**src/ctrl_seq_macros.svh**
```systemverilog
`ifndef CTRL_SEQ_MACROS_SVH
`define CTRL_SEQ_MACROS_SVH

// --------------------------------------------------
// RV32I major opcodes, bits [6:0]
// --------------------------------------------------
`define CS_OPC_RTYPE   7'b0110011
`define CS_OPC_ITYPE   7'b0010011
`define CS_OPC_LOAD    7'b0000011
`define CS_OPC_JALR    7'b1100111
`define CS_OPC_STORE   7'b0100011
`define CS_OPC_BRANCH  7'b1100011
`define CS_OPC_JAL     7'b1101111
`define CS_OPC_LUI     7'b0110111
`define CS_OPC_AUIPC   7'b0010111
`define CS_OPC_SYSTEM  7'b1110011

// --------------------------------------------------
// Flag bit positions, vector is {V, N, C, Z}
// --------------------------------------------------
`define CS_FLAG_Z  0
`define CS_FLAG_C  1
`define CS_FLAG_N  2
`define CS_FLAG_V  3

// Control field widths
`define CS_ALU_OP_W  6
`define CS_A_SRC_W   2
`define CS_B_SRC_W   2

// System funct12 for ebreak, ir[31:20]
`define CS_F12_EBREAK  12'h001

// Word access size, compared against funct3[1:0]
// Byte is 00, half is 01
`define CS_SIZE_WORD  2'b10

`endif
```
**src/ctrl_seq_pkg.sv**
```systemverilog
`include "ctrl_seq_macros.svh"

package ctrl_seq_pkg;

    // --------------------------------------------------
    // Plain vector types
    // --------------------------------------------------
    typedef logic [31:0] instr_t;
    typedef logic [3:0] flags_t;
    typedef logic [2:0] funct3_t;

    // Upper half is funct3, lower half is funct7[6:4]
    typedef logic [`CS_ALU_OP_W-1:0] alu_op_t;

    localparam alu_op_t ALU_OP_ADD = {3'b000, 3'b000};
    // Sub sets funct7 bit 5, which lands in the middle bit
    localparam alu_op_t ALU_OP_SUB = {3'b000, 3'b010};

    // --------------------------------------------------
    // Datapath mux selects
    // --------------------------------------------------
    typedef enum logic [`CS_A_SRC_W-1:0] {
        A_SRC_PC,
        A_SRC_RSA,
        A_SRC_PRIOR,
        A_SRC_ZERO
    } a_src_t;

    typedef enum logic [`CS_B_SRC_W-1:0] {
        B_SRC_FOUR,
        B_SRC_RSB,
        B_SRC_IMM
    } b_src_t;

    typedef enum logic [1:0] {
        PC_SRC_ALU_IMM,
        PC_SRC_RESET_VEC,
        PC_SRC_RESET_ADR
    } pc_src_t;

    typedef enum logic [1:0] {
        WD_SRC_IMM,
        WD_SRC_ALU_OUT,
        WD_SRC_MDR
    } wd_src_t;

    // --------------------------------------------------
    // State machines
    // --------------------------------------------------
    typedef enum logic [2:0] {
        MS_RESET,
        MS_PREFETCH,
        MS_FETCH,
        MS_DECODE,
        MS_EXECUTE,
        MS_HALT
    } main_state_t;

    typedef enum logic [2:0] {
        VS_SYNC0,
        VS_VECTOR0,
        VS_VECTOR1,
        VS_VECTOR2,
        VS_VECTOR3
    } vector_state_t;

    typedef enum logic [4:0] {
        EX_R, EX_R_CMPL,
        EX_I_ALU, EX_I_ALU_CMPL,
        EX_LD, EX_LD_ACC, EX_LD_MDR, EX_LD_CMPL,
        EX_JALR, EX_JALR_RTR,
        EX_ST, EX_ST_ACC, EX_ST_WRT,
        EX_BR_FLAGS, EX_BR_DECIDE,
        EX_JAL, EX_JAL_RTR,
        EX_LUI, EX_AUIPC,
        EX_EBREAK
    } exec_state_t;

    // --------------------------------------------------
    // Datapath control word, strobes are active low
    // --------------------------------------------------
    typedef struct packed {
        logic    ir_ld;
        logic    pc_ld;
        logic    pcp_ld;
        logic    flags_ld;
        logic    mem_wr;
        logic    mem_rd;
        logic    rg_wr;
        logic    alu_ld;
        logic    mdr_ld;
        logic    addr_src;   // 1 selects ALU out address
        logic    rst_src;    // 1 selects the reset funct3 constant
        pc_src_t pc_src;
        a_src_t  a_src;
        b_src_t  b_src;
        wd_src_t wd_src;
        alu_op_t alu_op;
    } ctrl_word_t;

    // All strobes off, ALU set up for PC + 4
    localparam ctrl_word_t CTRL_IDLE = '{
        ir_ld:    1'b1,
        pc_ld:    1'b1,
        pcp_ld:   1'b1,
        flags_ld: 1'b1,
        mem_wr:   1'b1,
        mem_rd:   1'b1,
        rg_wr:    1'b1,
        alu_ld:   1'b1,
        mdr_ld:   1'b1,
        addr_src: 1'b0,
        rst_src:  1'b0,
        pc_src:   PC_SRC_ALU_IMM,
        a_src:    A_SRC_PC,
        b_src:    B_SRC_FOUR,
        wd_src:   WD_SRC_IMM,
        alu_op:   ALU_OP_ADD
    };

endpackage

```
**src/ctrl_sequencer.sv**
```systemverilog
`timescale 1ns/1ps

module ctrl_sequencer import ctrl_seq_pkg::*; (
    input  logic       clk_i,
    input  logic       reset_i,
    input  instr_t     ir_i,
    input  flags_t     flags_i,
    input  logic       mem_busy_i,
    output ctrl_word_t ctrl_o,
    output logic       ready_o,
    output logic       halt_o
);

    main_state_t main_state;
    main_state_t main_next;
    exec_state_t exec_state;

    // Sub-module outputs
    ctrl_word_t  vec_ctrl;
    logic        vec_done;
    exec_state_t first_exec;
    logic        rd_zero;
    logic        word_size;
    ctrl_word_t  exec_word;
    exec_state_t next_exec;
    logic        exec_done;
    logic        exec_halt;

    // Local words for the fixed states
    ctrl_word_t  prefetch_ctrl;
    ctrl_word_t  fetch_ctrl;
    ctrl_word_t  decode_ctrl;

    // --------------------------------------------------
    // Sub-sequences
    // --------------------------------------------------
    reset_vector_seq u_reset_vector_seq (
        .clk_i      (clk_i),
        .reset_i    (reset_i),
        .active_i   (main_state == MS_RESET),
        .ctrl_o     (vec_ctrl),
        .vec_done_o (vec_done)
    );

    instr_decoder u_instr_decoder (
        .ir_i         (ir_i),
        .first_exec_o (first_exec),
        .rd_zero_o    (rd_zero),
        .word_size_o  (word_size)
    );

    exec_ctrl u_exec_ctrl (
        .exec_i      (exec_state),
        .ir_i        (ir_i),
        .flags_i     (flags_i),
        .rd_zero_i   (rd_zero),
        .word_size_i (word_size),
        .ctrl_o      (exec_word),
        .next_exec_o (next_exec),
        .exec_done_o (exec_done),
        .exec_halt_o (exec_halt)
    );

    // --------------------------------------------------
    // State registers
    // --------------------------------------------------
    always_ff @(posedge clk_i) begin
        if (!reset_i) begin
            main_state <= MS_RESET;
            exec_state <= EX_LD;
        end else begin
            main_state <= main_next;
            // Decode picks the class, Execute walks its steps
            case (main_state)
                MS_DECODE:  exec_state <= first_exec;
                MS_EXECUTE: exec_state <= next_exec;
                default:    exec_state <= EX_LD;
            endcase
        end
    end

    // --------------------------------------------------
    // Main FSM next state
    // --------------------------------------------------
    always_comb begin
        case (main_state)
            MS_RESET:    main_next = vec_done ? MS_PREFETCH : MS_RESET;
            MS_PREFETCH: main_next = MS_FETCH;
            // Hold Fetch until memory returns the word
            MS_FETCH:    main_next = mem_busy_i ? MS_FETCH : MS_DECODE;
            MS_DECODE:   main_next = MS_EXECUTE;
            MS_EXECUTE: begin
                if (exec_halt) begin
                    main_next = MS_HALT;
                end else if (exec_done) begin
                    main_next = MS_PREFETCH;
                end else begin
                    main_next = MS_EXECUTE;
                end
            end
            // Only reset leaves Halt
            MS_HALT:     main_next = MS_HALT;
            default:     main_next = MS_RESET;
        endcase
    end

    // --------------------------------------------------
    // Fixed-state control words
    // --------------------------------------------------
    always_comb begin
        prefetch_ctrl = CTRL_IDLE;
        prefetch_ctrl.mem_rd = 1'b0;

        // Read held while busy, IR and PC prior load once data is there
        fetch_ctrl = CTRL_IDLE;
        fetch_ctrl.mem_rd = 1'b0;
        fetch_ctrl.ir_ld  = mem_busy_i;
        fetch_ctrl.pcp_ld = mem_busy_i;

        // Idle ALU setup is PC + 4, just load it
        decode_ctrl = CTRL_IDLE;
        decode_ctrl.alu_ld = 1'b0;
        decode_ctrl.pc_ld  = 1'b0;
        decode_ctrl.pc_src = PC_SRC_ALU_IMM;
    end

    // Output word by main state
    always_comb begin
        case (main_state)
            MS_RESET:    ctrl_o = vec_ctrl;
            MS_PREFETCH: ctrl_o = prefetch_ctrl;
            MS_FETCH:    ctrl_o = fetch_ctrl;
            MS_DECODE:   ctrl_o = decode_ctrl;
            MS_EXECUTE:  ctrl_o = exec_word;
            default:     ctrl_o = CTRL_IDLE;
        endcase
    end

    // --------------------------------------------------
    // Status
    // --------------------------------------------------

    // Halt shows from the ebreak execute cycle on
    assign halt_o = (main_state == MS_HALT) ||
                    ((main_state == MS_EXECUTE) && exec_halt);

    // Ready rises in VECTOR3 and drops on halt
    assign ready_o = (main_state == MS_RESET) ? vec_done : !halt_o;

endmodule

```
**src/exec_ctrl.sv**
```systemverilog
`timescale 1ns/1ps
`include "ctrl_seq_macros.svh"

module exec_ctrl import ctrl_seq_pkg::*; (
    input  exec_state_t exec_i,
    input  instr_t      ir_i,
    input  flags_t      flags_i,
    input  logic        rd_zero_i,
    input  logic        word_size_i,
    output ctrl_word_t  ctrl_o,
    output exec_state_t next_exec_o,
    output logic        exec_done_o,
    output logic        exec_halt_o
);

    // Shift funct3 codes, these carry funct7 bits
    localparam funct3_t F3_SLL = 3'b001;
    localparam funct3_t F3_SRL = 3'b101;

    // Branch funct3 codes
    localparam funct3_t F3_BEQ  = 3'b000;
    localparam funct3_t F3_BNE  = 3'b001;
    localparam funct3_t F3_BLT  = 3'b100;
    localparam funct3_t F3_BGE  = 3'b101;
    localparam funct3_t F3_BLTU = 3'b110;
    localparam funct3_t F3_BGEU = 3'b111;

    funct3_t    funct3;
    logic [2:0] funct7_up;
    alu_op_t    alu_op;
    logic       take_branch;

    assign funct3    = ir_i[14:12];
    assign funct7_up = ir_i[31:29];

    // --------------------------------------------------
    // ALU operation
    // --------------------------------------------------
    always_comb begin
        case (exec_i)
            EX_R: alu_op = {funct3, funct7_up};
            EX_I_ALU: begin
                // Only shifts keep funct7, srli vs srai
                if (funct3 == F3_SLL || funct3 == F3_SRL) begin
                    alu_op = {funct3, funct7_up};
                end else begin
                    alu_op = {funct3, 3'b000};
                end
            end
            // Compare by subtract
            EX_BR_FLAGS: alu_op = ALU_OP_SUB;
            default:     alu_op = ALU_OP_ADD;
        endcase
    end

    // --------------------------------------------------
    // Branch condition from loaded flags
    // --------------------------------------------------
    always_comb begin
        case (funct3)
            F3_BEQ:  take_branch = flags_i[`CS_FLAG_Z];
            F3_BNE:  take_branch = !flags_i[`CS_FLAG_Z];
            F3_BLT:  take_branch = flags_i[`CS_FLAG_N] ^ flags_i[`CS_FLAG_V];
            F3_BGE:  take_branch = (flags_i[`CS_FLAG_N] == flags_i[`CS_FLAG_V]);
            F3_BLTU: take_branch = flags_i[`CS_FLAG_C];
            F3_BGEU: take_branch = !flags_i[`CS_FLAG_C];
            default: take_branch = 1'b0;
        endcase
    end

    // --------------------------------------------------
    // Step controls
    // --------------------------------------------------
    always_comb begin
        ctrl_o = CTRL_IDLE;
        ctrl_o.alu_op = alu_op;
        next_exec_o = EX_LD;
        exec_done_o = 1'b0;
        exec_halt_o = 1'b0;
        case (exec_i)
            // Register-register ALU
            EX_R: begin
                ctrl_o.a_src  = A_SRC_RSA;
                ctrl_o.b_src  = B_SRC_RSB;
                ctrl_o.alu_ld = 1'b0;
                next_exec_o = EX_R_CMPL;
                // Nothing to write for x0
                exec_done_o = rd_zero_i;
            end
            EX_I_ALU: begin
                ctrl_o.a_src  = A_SRC_RSA;
                ctrl_o.b_src  = B_SRC_IMM;
                ctrl_o.alu_ld = 1'b0;
                next_exec_o = EX_I_ALU_CMPL;
                exec_done_o = rd_zero_i;
            end
            // ALU result to rd
            EX_R_CMPL, EX_I_ALU_CMPL: begin
                ctrl_o.wd_src = WD_SRC_ALU_OUT;
                ctrl_o.rg_wr  = 1'b0;
                exec_done_o = 1'b1;
            end

            // Load, address then read then MDR then writeback
            EX_LD: begin
                ctrl_o.a_src  = A_SRC_RSA;
                ctrl_o.b_src  = B_SRC_IMM;
                ctrl_o.alu_ld = 1'b0;
                next_exec_o = EX_LD_ACC;
            end
            EX_LD_ACC: begin
                ctrl_o.addr_src = 1'b1;
                ctrl_o.mem_rd   = 1'b0;
                next_exec_o = EX_LD_MDR;
            end
            EX_LD_MDR: begin
                ctrl_o.addr_src = 1'b1;
                ctrl_o.mdr_ld   = 1'b0;
                next_exec_o = EX_LD_CMPL;
            end
            EX_LD_CMPL: begin
                ctrl_o.wd_src = WD_SRC_MDR;
                ctrl_o.rg_wr  = 1'b0;
                exec_done_o = 1'b1;
            end

            // Store, sub-word reads the word first to merge
            EX_ST: begin
                ctrl_o.a_src  = A_SRC_RSA;
                ctrl_o.b_src  = B_SRC_IMM;
                ctrl_o.alu_ld = 1'b0;
                next_exec_o = word_size_i ? EX_ST_WRT : EX_ST_ACC;
            end
            EX_ST_ACC: begin
                ctrl_o.addr_src = 1'b1;
                ctrl_o.mem_rd   = 1'b0;
                next_exec_o = EX_ST_WRT;
            end
            EX_ST_WRT: begin
                ctrl_o.addr_src = 1'b1;
                ctrl_o.mem_wr   = 1'b0;
                exec_done_o = 1'b1;
            end

            // Branch, flags from rs1 - rs2, then target from PC prior
            EX_BR_FLAGS: begin
                ctrl_o.a_src    = A_SRC_RSA;
                ctrl_o.b_src    = B_SRC_RSB;
                ctrl_o.flags_ld = 1'b0;
                next_exec_o = EX_BR_DECIDE;
            end
            EX_BR_DECIDE: begin
                ctrl_o.a_src = A_SRC_PRIOR;
                ctrl_o.b_src = B_SRC_IMM;
                ctrl_o.pc_ld = !take_branch;
                exec_done_o = 1'b1;
            end

            // Jumps, PC first, link after
            EX_JAL: begin
                ctrl_o.a_src = A_SRC_PRIOR;
                ctrl_o.b_src = B_SRC_IMM;
                ctrl_o.pc_ld = 1'b0;
                next_exec_o = EX_JAL_RTR;
                exec_done_o = rd_zero_i;
            end
            EX_JALR: begin
                ctrl_o.a_src = A_SRC_RSA;
                ctrl_o.b_src = B_SRC_IMM;
                ctrl_o.pc_ld = 1'b0;
                next_exec_o = EX_JALR_RTR;
                exec_done_o = rd_zero_i;
            end
            // ALU register still holds PC + 4 from Decode
            EX_JAL_RTR, EX_JALR_RTR: begin
                ctrl_o.wd_src = WD_SRC_ALU_OUT;
                ctrl_o.rg_wr  = 1'b0;
                exec_done_o = 1'b1;
            end

            // Upper immediates
            EX_LUI: begin
                ctrl_o.wd_src = WD_SRC_IMM;
                ctrl_o.rg_wr  = 1'b0;
                exec_done_o = 1'b1;
            end
            EX_AUIPC: begin
                ctrl_o.a_src  = A_SRC_PRIOR;
                ctrl_o.b_src  = B_SRC_IMM;
                ctrl_o.alu_ld = 1'b0;
                ctrl_o.wd_src = WD_SRC_ALU_OUT;
                ctrl_o.rg_wr  = 1'b0;
                exec_done_o = 1'b1;
            end

            EX_EBREAK: begin
                exec_halt_o = 1'b1;
                exec_done_o = 1'b1;
            end
            default: exec_done_o = 1'b1;
        endcase
    end

endmodule

```
**src/instr_decoder.sv**
```systemverilog
`timescale 1ns/1ps
`include "ctrl_seq_macros.svh"

module instr_decoder import ctrl_seq_pkg::*; (
    input  instr_t      ir_i,
    output exec_state_t first_exec_o,
    output logic        rd_zero_o,
    output logic        word_size_o
);

    // --------------------------------------------------
    // Instruction fields
    // --------------------------------------------------
    logic [6:0]  opcode;
    logic [4:0]  rd;
    funct3_t     funct3;
    logic [11:0] funct12;

    assign opcode  = ir_i[6:0];
    assign rd      = ir_i[11:7];
    assign funct3  = ir_i[14:12];
    assign funct12 = ir_i[31:20];

    // --------------------------------------------------
    // Opcode to first execute step
    // --------------------------------------------------
    always_comb begin
        case (opcode)
            `CS_OPC_RTYPE:  first_exec_o = EX_R;
            `CS_OPC_ITYPE:  first_exec_o = EX_I_ALU;
            `CS_OPC_LOAD:   first_exec_o = EX_LD;
            `CS_OPC_JALR:   first_exec_o = EX_JALR;
            `CS_OPC_STORE:  first_exec_o = EX_ST;
            `CS_OPC_BRANCH: first_exec_o = EX_BR_FLAGS;
            `CS_OPC_JAL:    first_exec_o = EX_JAL;
            `CS_OPC_LUI:    first_exec_o = EX_LUI;
            `CS_OPC_AUIPC:  first_exec_o = EX_AUIPC;
            `CS_OPC_SYSTEM: begin
                // Only ebreak is handled
                if (funct12 == `CS_F12_EBREAK) begin
                    first_exec_o = EX_EBREAK;
                end else begin
                    first_exec_o = EX_LD;
                end
            end
            // Unknown opcode runs as a load
            default: first_exec_o = EX_LD;
        endcase
    end

    // --------------------------------------------------
    // Shortcut flags for the execute steps
    // --------------------------------------------------

    // Write to x0 is dropped, no writeback step
    assign rd_zero_o = (rd == 5'd0);

    // Word store skips the read-merge step
    assign word_size_o = (funct3[1:0] == `CS_SIZE_WORD);

endmodule

```
**src/reset_vector_seq.sv**
```systemverilog
`timescale 1ns/1ps

module reset_vector_seq import ctrl_seq_pkg::*; (
    input  logic       clk_i,
    input  logic       reset_i,
    input  logic       active_i,
    output ctrl_word_t ctrl_o,
    output logic       vec_done_o
);

    vector_state_t vec_state;
    vector_state_t vec_next;

    // --------------------------------------------------
    // Vector step register
    // --------------------------------------------------
    always_ff @(posedge clk_i) begin
        if (!reset_i) begin
            vec_state <= VS_SYNC0;
        end else if (!active_i) begin
            // Parked while the main FSM runs
            vec_state <= VS_SYNC0;
        end else begin
            vec_state <= vec_next;
        end
    end

    // --------------------------------------------------
    // Step controls
    // --------------------------------------------------
    always_comb begin
        ctrl_o = CTRL_IDLE;
        // Reset funct3 constant for the whole sequence
        ctrl_o.rst_src = 1'b1;
        vec_next = VS_SYNC0;
        case (vec_state)
            // Align VECTOR0 to the first edge after release
            VS_SYNC0: vec_next = VS_VECTOR0;
            VS_VECTOR0: begin
                // PC takes the reset vector constant
                ctrl_o.pc_ld = 1'b0;
                ctrl_o.pc_src = PC_SRC_RESET_VEC;
                vec_next = VS_VECTOR1;
            end
            VS_VECTOR1: begin
                // Read start address stored at the vector
                ctrl_o.mem_rd = 1'b0;
                vec_next = VS_VECTOR2;
            end
            VS_VECTOR2: begin
                // PC takes the start address from memory
                ctrl_o.pc_ld = 1'b0;
                ctrl_o.pc_src = PC_SRC_RESET_ADR;
                vec_next = VS_VECTOR3;
            end
            VS_VECTOR3: begin
                // First instruction read, main FSM moves on
                ctrl_o.mem_rd = 1'b0;
                vec_next = VS_SYNC0;
            end
            default: vec_next = VS_SYNC0;
        endcase
    end

    assign vec_done_o = (vec_state == VS_VECTOR3);

endmodule

```
**config.mk**
```make
export PLATFORM = sky130hd
export DESIGN_NAME = ctrl_sequencer
export DESIGN_NICKNAME = d
export VERILOG_FILES = /design/src/ctrl_seq_pkg.sv /design/src/ctrl_sequencer.sv /design/src/exec_ctrl.sv /design/src/instr_decoder.sv /design/src/reset_vector_seq.sv
export VERILOG_INCLUDE_DIRS = /design/src
export SDC_FILE = /design/constraint.sdc
export NUM_CORES = 1
export LEC_CHECK = 0
export BUFFER_PORTS_ARGS = -buffer_cell sky130_fd_sc_hd__buf_2
export CAP_MARGIN = 0
export CELL_PAD_IN_SITES_DETAIL_PLACEMENT = 0
export CELL_PAD_IN_SITES_GLOBAL_PLACEMENT = 1
export CORE_AREA = 2 2 83 69
export CTS_BUF_LIST = sky130_fd_sc_hd__clkbuf_16
export CTS_CLUSTER_SIZE = 8
export DETAILED_ROUTE_END_ITERATION = 8
export DIE_AREA = 0 0 85 71
export PLACE_DENSITY = 0.92
export SYNTH_ARGS = -nofsm -noshare
export SYNTH_HDL_FRONTEND = slang
export SYNTH_HIERARCHICAL = 1
export SYNTH_SLANG_ARGS = --single-unit
```
**constraint.sdc**
```tcl
create_clock -name clk_i -period 3.6 [get_ports clk_i]
set_clock_uncertainty 0.05 [all_clocks]
set_input_delay 0.18 -clock clk_i [delete_from_list [all_inputs] [get_ports clk_i]]
set_output_delay 0.18 -clock clk_i [all_outputs]
set_load 0.05 [all_outputs]
```
### After elaboration in Yosys (flattened, before gate mapping)

Index checks and enable logic that the tools add are counted.

* flip-flop bits (word level): 11
* input port bits: 39
* output and inout port bits: 27
* logic and storage cells: 106

* equality and inequality tests: 45
* muxes and demuxes: 31
* bitwise logic cells: 1
* reductions and logical operators: 26

Operators with widths (number)
* $pmux W25 S5: 1
* $pmux W5 S10: 1
* $pmux W5 S9: 1
* $eq A5 B4 Y1 const B: 8
* $eq A7 B7 Y1 const B: 4
* $eq A3 B3 Y1 const B: 7
* $eq A7 B6 Y1 const B: 3
* $eq A5 B3 Y1 const B: 4
* $eq A5 B5 Y1 const B: 4
* $pmux W3 S6: 1
* $pmux W6 S3: 1
* $eq A7 B5 Y1 const B: 2
* $mux W1: 13
* $eq A12 B1 Y1 const B: 1
* $eq A3 B2 Y1 const B: 4
* $mux W3: 4
* $pmux W3 S4: 1
* $pmux W4 S3: 1
* $reduce_or A4 Y1: 3
* $eq A5 B2 Y1 const B: 2
* $logic_not A5 Y1: 2
* $pmux W5 S2: 1
* $reduce_or A2 Y1: 5
* $reduce_or A5 Y1: 2
* 17 further kinds: 27

### Logic depth before layout (Yosys ltp)

Gate-level depths: netlist of the first run.

* word-level depth: 6
* depth in mapped cells: 8
* mapped depth without buffers: 6

### By module

The synthesis of the first run kept the hierarchy.

Modules (own cells, without submodules)
* ctrl_sequencer: instances 1, cells an instance 101, area each 810.8 um^2, seq. area each 160.2 um^2
* exec_ctrl: instances 1, cells an instance 103, area each 604.3 um^2, seq. area each 0.0 um^2
* reset_vector_seq: instances 1, cells an instance 40, area each 301.5 um^2, seq. area each 60.1 um^2
* instr_decoder: instances 1, cells an instance 34, area each 201.4 um^2, seq. area each 0.0 um^2

### Least setup slack after synthesis of the first run

Ideal clock, no wire load.

* kind: register to output
* start: register exec_state[0]
* end: output port ready_o
* arrival: 2.042 ns
* data required time: 3.370 ns
* setup slack: 1.328 ns
* stages on the path, launching flop included: 7
* path buffers: 2
* cell sequence: dfxtp_1 buf_2 buf_2 and3_1 nor2_1 nor2b_1 a21oi_1

* cells in the longest elaborated chain, start to end: 6

Ends and longest elaborated chain
* start: declaration: line ctrl_sequencer.sv:16 `exec_state_t exec_state;`
* start signal: assignment: line ctrl_sequencer.sv:75 `MS_DECODE: exec_state <= first_exec;`
* start signal: assignment: line ctrl_sequencer.sv:76 `MS_EXECUTE: exec_state <= next_exec;`
* $eq A5 B5 Y1: line exec_ctrl.sv:80 `case (exec_i)`
* $mux W1: line exec_ctrl.sv:80
* via exec_halt: line ctrl_sequencer.sv:27 `logic exec_halt;`
* $logic_and A1 B1 Y1: line ctrl_sequencer.sv:145 `((main_state == MS_EXECUTE) && exec_halt);`
* $logic_or A1 B1 Y1: line ctrl_sequencer.sv:144 `assign halt_o = (main_state == MS_HALT) ||`
* via halt_o: line ctrl_sequencer.sv:11 `output logic halt_o`
* $logic_not A1 Y1: line ctrl_sequencer.sv:148 `assign ready_o = (main_state == MS_RESET) ? vec_done : !halt_o;`
* $mux W1: line ctrl_sequencer.sv:148
* end: declaration: line ctrl_sequencer.sv:10 `output logic ready_o,`

The timed path passes the listed nets, and every way through them passes these cells.

==> results of run 1 <==
worst min-delay path by stage:
stage | from | to | slack [ps] | depth (start not counted)
after floorplan | reset_i | exec_state[2]$_SDFF_PN1_ | 210 | 1
after global placement | reset_i | exec_state[2]$_SDFF_PN1_ | 360 | 2
after detailed placement | reset_i | exec_state[2]$_SDFF_PN1_ | 370 | 2
after CTS | reset_i | exec_state[2]$_SDFF_PN1_ | 120 | 2
after global routing | reset_i | exec_state[2]$_SDFF_PN1_ | 130 | 2
final | reset_i | exec_state[2]$_SDFF_PN1_ | 130 | 2
final cells by class:
type	count	area, sq um
Clock buffer	3	75.1
Clock inverter	1	3.75
Fill cell	583	3110
Inverter	7	28.8
Multi-Input combinational cell	236	1420
Sequential cell	11	220
Tap cell	65	81.3
Timing Repair Buffer	61	308
sequential cells by signal (all words and copies together) (netlist names):
name / count
main_state: 3
u_reset_vector_seq/vec_state: 3
exec_state: 5
power by group through the flow:
stage	sequential [W]	combinational, W	clock (W)
floorplan	0.000131	0.000172	0
global placement	0.000135	0.000199	0
detailed placement	0.000135	0.000201	0
CTS	0.000133	0.000201	0.000201
global route	0.000134	0.000217	0.000210
finish	0.000134	0.000200	0.000196
metrics by stage:
step | std cells | utilization
floorplan | 300 | -
global placement | 380 | 0.392
detailed placement | 380 | 0.392
CTS | 384 | 0.407
global route | 384 | 0.407
finish | 384 | 0.407
placed cells by master, fill, tap and decap left out, types with 4 or more instances in the layout:
cell and instances:
buf_2 60, nor2_1 44, conb_1 26, mux2i_1 24, a21oi_1 19, nand2_1 16
dfxtp_1 11, nor2b_1 10, nand2b_1 9, inv_1 7, nor3_1 6, a32oi_1 5
o21ai_0 5, nand3_1 5, and2_1 5, nor3b_1 4, xnor2_1 4, o21a_1 4
per-layer routing:
metal	share of wire	track usage	vias up	wire, um
li1	-	-	995	-
met1	0.51	0.218	836	2290
met2	0.42	0.229	58	1900
met3	0.060	0.0338	4	271
met4	0.0058	0.0212	0	26
met5	0	0	-	0
critical path, stage by stage, from the launching register on:
cell,delay (ps)
dfxtp_1,660
nand2b_1,130
or4_1,410
o21a_1,120
o31a_1,100
mux2i_1,140
a21oi_1,110
buf_2,270
logic make-up (layout without fill, tap and decap cells):
group,after synthesis,count (layout),synth area share
simple gates,124,124,0.345
buf+inv,53,72,0.186
xor+xnor,6,6,0.0274
mux,25,25,0.133
other cells,4,26,0.00783
compound gates,55,55,0.186
flops,11,11,0.115
==> impl_metrics.env, run 1 <==
export IMPL_postPlaceCellArea_sq_um=2060
export IMPL_syn_avg_cell_area_sq_um=6.90
export IMPL_io_pins=66
export IMPL_dp_hpwl_um=3470
export IMPL_ctsHoldBuffers=0
export IMPL_synthFlopType="dfxtp_1"
export IMPL_cts_repair_resized=0
export IMPL_setup_violations_final=0
export IMPL_drtPass1Iterations=7
export IMPL_ir_worst_vdd_mv=0.265
export IMPL_setup_ws_ps=1190
export IMPL_antenna_found_initial=0
export IMPL_ys_warn_count=6
export IMPL_vias=1893
export IMPL_syn_area_sq_um=1920
export IMPL_fmax_ghz=0.415
export IMPL_period_needed_ps=2410
export IMPL_ant_nets=0
export IMPL_synth_top_cell_by_area="mux2i_1"
export IMPL_layout_worst_path_cycle_share=0.669
export IMPL_pre_cts_ws_ps=1450
export IMPL_required_ps=3370
export IMPL_max_slew_margin=0.468
export IMPL_remaining_drc_errors=0
export IMPL_fin_tns_setup_ps=0
export IMPL_n_antenna_cell=0
export IMPL_core_area_sq_um=5260
export IMPL_routed_wl_um=4480
export IMPL_initial_core_util=0.365
export IMPL_timing_rr_end="main_state[0]$_SDFF_PN0_"
export IMPL_areaGrowthSynthToFinish_pct=11.6
export IMPL_worst_setup_path_end_kind="primary output"
export IMPL_final_layout_size_suffix_gt1_frac=0.229
export IMPL_dieWidth_um=85
export IMPL_max_cap_viol_count=0
export IMPL_initialDrtViolationCount=74
export IMPL_start_kind="register"
export IMPL_async_flop_share=0
export IMPL_port_buffers=60
export IMPL_clk_latency_ps=230
export IMPL_p_seq_frac=0.252
export IMPL_internal_power_w=0.000330
export IMPL_yosysUniqueCellTypes=54
export IMPL_arrival_ps=2180
export IMPL_power_frac_clock=0.370
export IMPL_netlist_top_cells_count="44 x nor2_1, 30 x buf_4, 24 x mux2i_1"
export IMPL_clockBufferDepth=2
export IMPL_final_area_sq_um=2140
export IMPL_r2r_start="exec_state[0]$_SDFF_PN0_"
export IMPL_fp_dieH_um=71
export IMPL_yosysMostFrequentCell="nor2_1"
export IMPL_grt_max_degree=30
export IMPL_cts_root_buf="clkbuf_16"
export IMPL_cts_buffers_inserted=3
export IMPL_synth_edf_count=0
export IMPL_nets=359
export IMPL_critPathKind="reg -> out"
export IMPL_path_clk_slew_ps=40
export IMPL_reg2regPathDepth=6
export IMPL_endpoint="ctrl_o[23]"
export IMPL_rows=24
export IMPL_first_global_vias=1648
export IMPL_comb_power_share=0.378
export IMPL_synth_seq_cells=11
export IMPL_r2r_slack_ps=1670
export IMPL_worst_slew_pin_transition_ps=794
export IMPL_die_area_sq_um=6040
export IMPL_grt_usage=0.149
export IMPL_p_switching_w=0.000200
export IMPL_outcome="complete, no violations"
export IMPL_worstSetupStartpoint="exec_state[3]$_SDFF_PN0_"
export IMPL_p_sw_frac=0.378
export IMPL_maxSlewViolCount=0
export IMPL_p_per_area_nw_per_um2=248
export IMPL_power_leakage_nw=0.888
export IMPL_cts_htree_levels=1
export IMPL_total_power_w=0.000530
export IMPL_critPathMaxFanout=18
export IMPL_worstHoldPathType="in -> reg"
export IMPL_ys_seq_area_frac=0.115
export IMPL_holdWs_ps=129
export IMPL_routed_via_density=4.93
export IMPL_synthTopCellsByArea="mux2i_1 13%, buf_4 12%, dfxtp_1 11%"
export IMPL_grt_remaining_overflow=0
export IMPL_cts_num_sinks=11
export IMPL_cts_tree="done"
export IMPL_synthCells=278
export IMPL_hold_viol_final=0
export IMPL_cts_setup_buffers=0
export IMPL_synth_top_cell_area_share=0.125
export IMPL_grt_pass1_wl_um=7580
export IMPL_rsz0062_at_grt="false"
export IMPL_globalplace_congestion=0.809
export IMPL_wl_per_cell_um=11.7
Note: power is estimated with default switching activity, not from simulation.
==> run 2, diff against run 1 <==
--- a/config.mk
+++ b/config.mk
@@ -10,12 +10,12 @@
 export CAP_MARGIN = 0
 export CELL_PAD_IN_SITES_DETAIL_PLACEMENT = 0
 export CELL_PAD_IN_SITES_GLOBAL_PLACEMENT = 1
-export CORE_AREA = 2 2 83 69
+export CORE_AREA = 2 2 90 75
 export CTS_BUF_LIST = sky130_fd_sc_hd__clkbuf_16
 export CTS_CLUSTER_SIZE = 8
 export DETAILED_ROUTE_END_ITERATION = 8
-export DIE_AREA = 0 0 85 71
-export PLACE_DENSITY = 0.92
+export DIE_AREA = 0 0 92 77
+export PLACE_DENSITY = 0.83
 export SYNTH_ARGS = -nofsm -noshare
 export SYNTH_HDL_FRONTEND = slang
 export SYNTH_HIERARCHICAL = 1
==> constraint.sdc (replaced) <==
create_clock -name clk_i -period 2 [get_ports clk_i]
set_clock_uncertainty 0.05 [all_clocks]
set_input_delay 0.1 -clock clk_i [delete_from_list [all_inputs] [get_ports clk_i]]
set_output_delay 0.1 -clock clk_i [all_outputs]
set_load 0.05 [all_outputs]
==> run 2 against run 1 <==
  * Worst hold slack worse by 79 ps
  * Sequential power up 76%
  * Global-route usage down 2.0 points
  * Setup slack worse by 1100 ps
  * Sequential cell count unchanged
  * Die area up 17%
  * Sequential share of layout area down 0.43 points
  * First-iteration DRC count up 4.1%
  * Clock power up 88%
  * Final cell count up 9.1%
  * Via count up 3.8%
  * Routed wire length up 11%
  * Highest routed layer unchanged
==> impl_metrics.env, run 2 (synthesized netlist as in run 1, its figures left out) <==
export IMPL_cp_slowest_cell="or4_1"
export IMPL_path_cells="or4_1, o21a_1, o31a_1, mux2i_1, a21oi_1, buf_4"
export IMPL_setup_violations_final=0
export IMPL_total_power_w=0.000987
export IMPL_whs_endpoint="exec_state[2]$_SDFF_PN1_"
export IMPL_final_layout_size_suffix_gt1_frac=0.304
export IMPL_cts_buffers_inserted=3
export IMPL_critPathMaxFanout=7
export IMPL_core_area_sq_um=6180
export IMPL_clockBufferDepth=2
export IMPL_largest_register="exec_state"
export IMPL_required_ps=1850
export IMPL_wl_per_cell_um=11.8
export IMPL_first_global_vias=1686
export IMPL_routed_wl_um=4960
export IMPL_routed_via_density=4.69
export IMPL_critPathKind="reg -> out"
export IMPL_power_leakage_nw=0.994
export IMPL_start_kind="register"
export IMPL_ctsHoldBuffers=0
export IMPL_clk_latency_ps=240
export IMPL_cts_num_sinks=11
export IMPL_regArea_sq_um=234
export IMPL_grt_max_degree=20
export IMPL_worst_setup_path_end_kind="primary output"
export IMPL_multiInputGateArea_sq_um=1450
export IMPL_max_cap_viol_count=0
export IMPL_final_core_util=0.384
export IMPL_fin_cells=419
export IMPL_cts_root_buf="clkbuf_16"
export IMPL_n_fill_cell=689
export IMPL_layout_common_cells="53 x buf_2, 44 x nor2_1, 26 x conb_1"
export IMPL_dieWidth_um=92
export IMPL_cts_htree_levels=1
export IMPL_grt_remaining_overflow=0
export IMPL_arrival_ps=1790
export IMPL_areaGrowthSynthToFinish_pct=23.8
export IMPL_die_area_sq_um=7080
export IMPL_reg2regPathDepth=8
export IMPL_timing_rr_end="main_state[0]$_SDFF_PN0_"
export IMPL_pre_cts_ws_ps=156
export IMPL_fmax_ghz=0.516
export IMPL_outcome="complete, no violations"
export IMPL_maxSlewViolCount=0
export IMPL_dp_hpwl_um=3750
export IMPL_grt_usage=0.129
export IMPL_drtPass1Iterations=4
export IMPL_r2r_slack_ps=240
export IMPL_worstHoldStart="reset_i"
export IMPL_io_pins=66
export IMPL_rsz0062_at_grt="true"
export IMPL_globalplace_congestion=0.845
export IMPL_layout_worst_path_cycle_share=0.969
export IMPL_worstHoldPathType="in -> reg"
export IMPL_antenna_found_initial=0
export IMPL_p_per_area_nw_per_um2=416
export IMPL_remaining_drc_errors=0
export IMPL_path_clk_slew_ps=40
export IMPL_initial_core_util=0.310
export IMPL_mostFrequentLayoutCell="buf_2"
export IMPL_vias=1965
export IMPL_setup_ws_ps=62.4
export IMPL_slowest_delay_ps=520
export IMPL_nets=375
export IMPL_rows=26
export IMPL_r2r_start="exec_state[1]$_SDFF_PN0_"
export IMPL_fp_dieH_um=77
export IMPL_dp_cells=411
export IMPL_largest_reg_flops=5
export IMPL_cts_tree="done"
export IMPL_initialDrtViolationCount=77
export IMPL_min_delay_path_depth=2
export IMPL_reg_top3="exec_state x5, main_state x3, u_reset_vector_seq/vec_state x3"
export IMPL_ant_nets=0
export IMPL_hold_viol_final=0
export IMPL_port_buffers=60
export IMPL_ir_worst_vdd_mv=0.205
export IMPL_n_antenna_cell=0
export IMPL_period_needed_ps=1940
export IMPL_grt_pass1_wl_um=7670
==> run 2: cell count changes in the layout (fill, tap and decap cells not counted), moves of 2 or more <==
cell      change
nor2b_2       +3
buf_6         +5
dfxtp_4       +3
buf_2         -7
clkbuf_4      +2
buf_4        +15
nor2b_1       -3
dfxtp_2       +2
dfxtp_1       -5
==> run 2: metrics by stage <==
stage | hold WS, ps | instance area, sq um | TNS [ps]
floorplan | 130 | 2010 | -16.2
global placement | 285 | 2200 | 0
detailed placement | 291 | 2200 | 0
CTS | 43.9 | 2290 | 0
global route | 46.5 | 2370 | -47.0
finish | 50.0 | 2370 | 0
==> run 2: worst max-delay path: cells and delay by family, from the launching register on <==
family | cells | cell delay, ps
mux | 1 | 150
simple gates | 1 | 520
buf+inv | 1 | 200
flops | 1 | 350
compound gates | 3 | 320
==> run 2: layer usage <==
| metal | GRT usage | part of all wire | vias up |
|---|---|---|---|
| li1 | - | - | 1027 |
| met2 | 0.194 | 0.41 | 62 |
| met1 | 0.190 | 0.51 | 870 |
| met5 | 0 | 0 | - |
| met4 | 0.0224 | 0.0093 | 0 |
| met3 | 0.0265 | 0.071 | 6 |
==> run 2: how the worst max path moves through the flow <==
stage	from	end	slack [ps]	depth (start not counted)
after floorplan	exec_state[3]$_SDFF_PN0_	ready_o	-20	6
after global placement	exec_state[3]$_SDFF_PN0_	ctrl_o[23]	160	7
after detailed placement	exec_state[3]$_SDFF_PN0_	ctrl_o[23]	160	7
after CTS	exec_state[2]$_SDFF_PN1_	ctrl_o[23]	1	6
after global routing	exec_state[4]$_SDFF_PN0_	ctrl_o[23]	-20	8
final	exec_state[2]$_SDFF_PN1_	ctrl_o[23]	60	6
==> run 2: repair_timing <==
item | in CTS | in global routing
hold endpoints to repair | 0 | 0
setup buffers | 0 | 4
gates cloned | 0 | 0
pin swaps | 0 | 6
endpoints found under the setup margin | 4 | 8
gates resized for setup | 5 | 28
==> run 2: area by class of cell <==
cell class | instances | share of cell area
timing repair buffer | 77 | 0.201
inverter | 7 | 0.0121
clock buffer | 3 | 0.0316
sequential | 11 | 0.0985
clock inverter | 1 | 0.00211
multi-input combinational | 236 | 0.611
tap | 84 | 0.0443
==> run 2: where the power goes <==
group,internal (W),switching [W]
registers,0.000223,0.0000129
clock network,0.000265,0.000104
logic,0.000121,0.000261
total,0.000609,0.000378
==> run 3, diff against run 2 <==
--- a/config.mk
+++ b/config.mk
@@ -15,6 +15,7 @@
 export CTS_CLUSTER_SIZE = 8
 export DETAILED_ROUTE_END_ITERATION = 8
 export DIE_AREA = 0 0 92 77
+export HOLD_SLACK_MARGIN = 0.08
 export PLACE_DENSITY = 0.83
 export SYNTH_ARGS = -nofsm -noshare
 export SYNTH_HDL_FRONTEND = slang
==> run 3 against run 2 <==
  * Critical path type unchanged
  * Critical path depth unchanged
  * Power increased by 0.14%
  * Routed wire length increased by 0.14%
==> impl_metrics.env, run 3 (synthesized netlist as in run 1, its figures left out) <==
export IMPL_reg_top3="exec_state x5, main_state x3, u_reset_vector_seq/vec_state x3"
export IMPL_routed_wl_met3_um=321
export IMPL_fp_dieH_um=77
export IMPL_max_cap_viol_count=0
export IMPL_first_global_vias=1686
export IMPL_power_leakage_nw=0.999
export IMPL_port_buffers=60
export IMPL_cts_buffers_inserted=3
export IMPL_mostFrequentLayoutCell="buf_2"
export IMPL_initialDrtViolationCount=68
export IMPL_hold_viol_final=0
export IMPL_critPathKind="reg -> out"
export IMPL_drtPass1Iterations=5
export IMPL_initial_core_util=0.310
export IMPL_cp_slowest_cell="or4_1"
export IMPL_ir_worst_vdd_mv=0.205
export IMPL_wl_per_cell_um=11.8
export IMPL_critPathMaxFanout=7
export IMPL_remaining_drc_errors=0
export IMPL_nets=376
export IMPL_vias=1972
export IMPL_slowest_delay_ps=520
export IMPL_p_per_area_nw_per_um2=415
export IMPL_fin_tns_setup_ps=0
export IMPL_grt_usage=0.129
export IMPL_wl_met1_um=2550
export IMPL_layout_worst_path_cycle_share=0.969
export IMPL_path_cells="or4_1, o21a_1, o31a_1, mux2i_1, a21oi_1, buf_4"
export IMPL_routed_wl_um=4970
export IMPL_largest_reg_flops=5
export IMPL_globalplace_congestion=0.845
export IMPL_path_clk_slew_ps=40
export IMPL_period_needed_ps=1940
export IMPL_dieWidth_um=92
export IMPL_io_pins=66
export IMPL_required_ps=1850
export IMPL_worstHoldPathType="in -> reg"
export IMPL_clockBufferDepth=2
export IMPL_antenna_found_initial=0
export IMPL_wl_met2_um=2050
export IMPL_setup_violations_final=0
export IMPL_cts_root_buf="clkbuf_16"
export IMPL_largest_register="exec_state"
export IMPL_fmax_ghz=0.516
export IMPL_maxSlewViolCount=0
export IMPL_outcome="complete, no violations"
export IMPL_holdWs_ps=148
export IMPL_n_antenna_cell=0
export IMPL_core_area_sq_um=6180
export IMPL_layout_common_cells="53 x buf_2, 44 x nor2_1, 26 x conb_1"
export IMPL_cts_num_sinks=11
export IMPL_final_core_util=0.386
export IMPL_final_layout_size_suffix_gt1_frac=0.304
export IMPL_routed_via_density=4.70
export IMPL_arrival_ps=1790
export IMPL_clk_latency_ps=240
export IMPL_cts_htree_levels=1
export IMPL_areaGrowthSynthToFinish_pct=24.3
export IMPL_rsz0062_at_grt="true"
export IMPL_dp_hpwl_um=3750
export IMPL_cts_tree="done"
export IMPL_grt_max_degree=20
export IMPL_grt_pass1_wl_um=7670
export IMPL_rows=26
export IMPL_start_kind="register"
export IMPL_die_area_sq_um=7080
export IMPL_ant_nets=0
export IMPL_worst_setup_path_end_kind="primary output"
export IMPL_highest_layer="met4"
export IMPL_grt_remaining_overflow=0
run 3: worst max-delay path, delay by kind of cell (launching register included):
| family | cells | cell delay, ps |
|---|---|---|
| buf+inv | 1 | 200 |
| simple gates | 1 | 520 |
| compound gates | 3 | 320 |
| mux | 1 | 150 |
| flops | 1 | 350 |
run 3: worst paths after layout:
path,start,to,slack [ps],cells past startpoint
min reg2reg,u_reset_vector_seq/vec_state[0]$_SDFF_PN0_,u_reset_vector_seq/vec_state[0]$_SDFF_PN0_,450,1
min,mem_busy_i,main_state[0]$_SDFF_PN0_,150,3
max reg2reg,exec_state[1]$_SDFF_PN0_,main_state[0]$_SDFF_PN0_,240,8
max,exec_state[2]$_SDFF_PN1_,ctrl_o[23],60,6
run 3: layer usage:
layer	up-vias	track usage
met4	0	0.0224
met2	60	0.194
met1	877	0.190
li1	1029	-
met5	-	0
met3	6	0.0265
run 3: power by group:
group | internal [W] | switching (W) | leakage [nW]
logic | 0.000122 | 0.000261 | 0.866
clock network | 0.000265 | 0.000104 | 0.0409
registers | 0.000223 | 0.0000129 | 0.0917
run 3: area by class of cell:
cell class / count / area, sq um
fill: 688 / 3800
multi-input combinational: 236 / 1450
timing repair buffer: 78 / 487
sequential: 11 / 234
tap: 84 / 105
clock buffer: 3 / 75.1
inverter: 7 / 28.8
clock inverter: 1 / 5.00
run 3: metrics by stage:
| step | instances | power (W) | instance area [sq um] | setup slack [ps] |
|---|---|---|---|---|
| floorplan | 300 | 0.000548 | 2010 | -16.2 |
| global placement | 411 | 0.000606 | 2200 | 161 |
| detailed placement | 411 | 0.000610 | 2200 | 156 |
| CTS | 416 | 0.000988 | 2300 | 1.39 |
| global route | 420 | 0.00104 | 2380 | -23.3 |
| finish | 420 | 0.000989 | 2380 | 61.4 |
run 3: timing repair:
action | CTS | global route
endpoints found under the hold margin | 1 | 0
setup endpoints to repair | 4 | 8
buffers inserted | 0 | 4
pin swaps | 0 | 6
hold buffers | 1 | 0
gates resized for setup | 5 | 28
cloned | 0 | 0
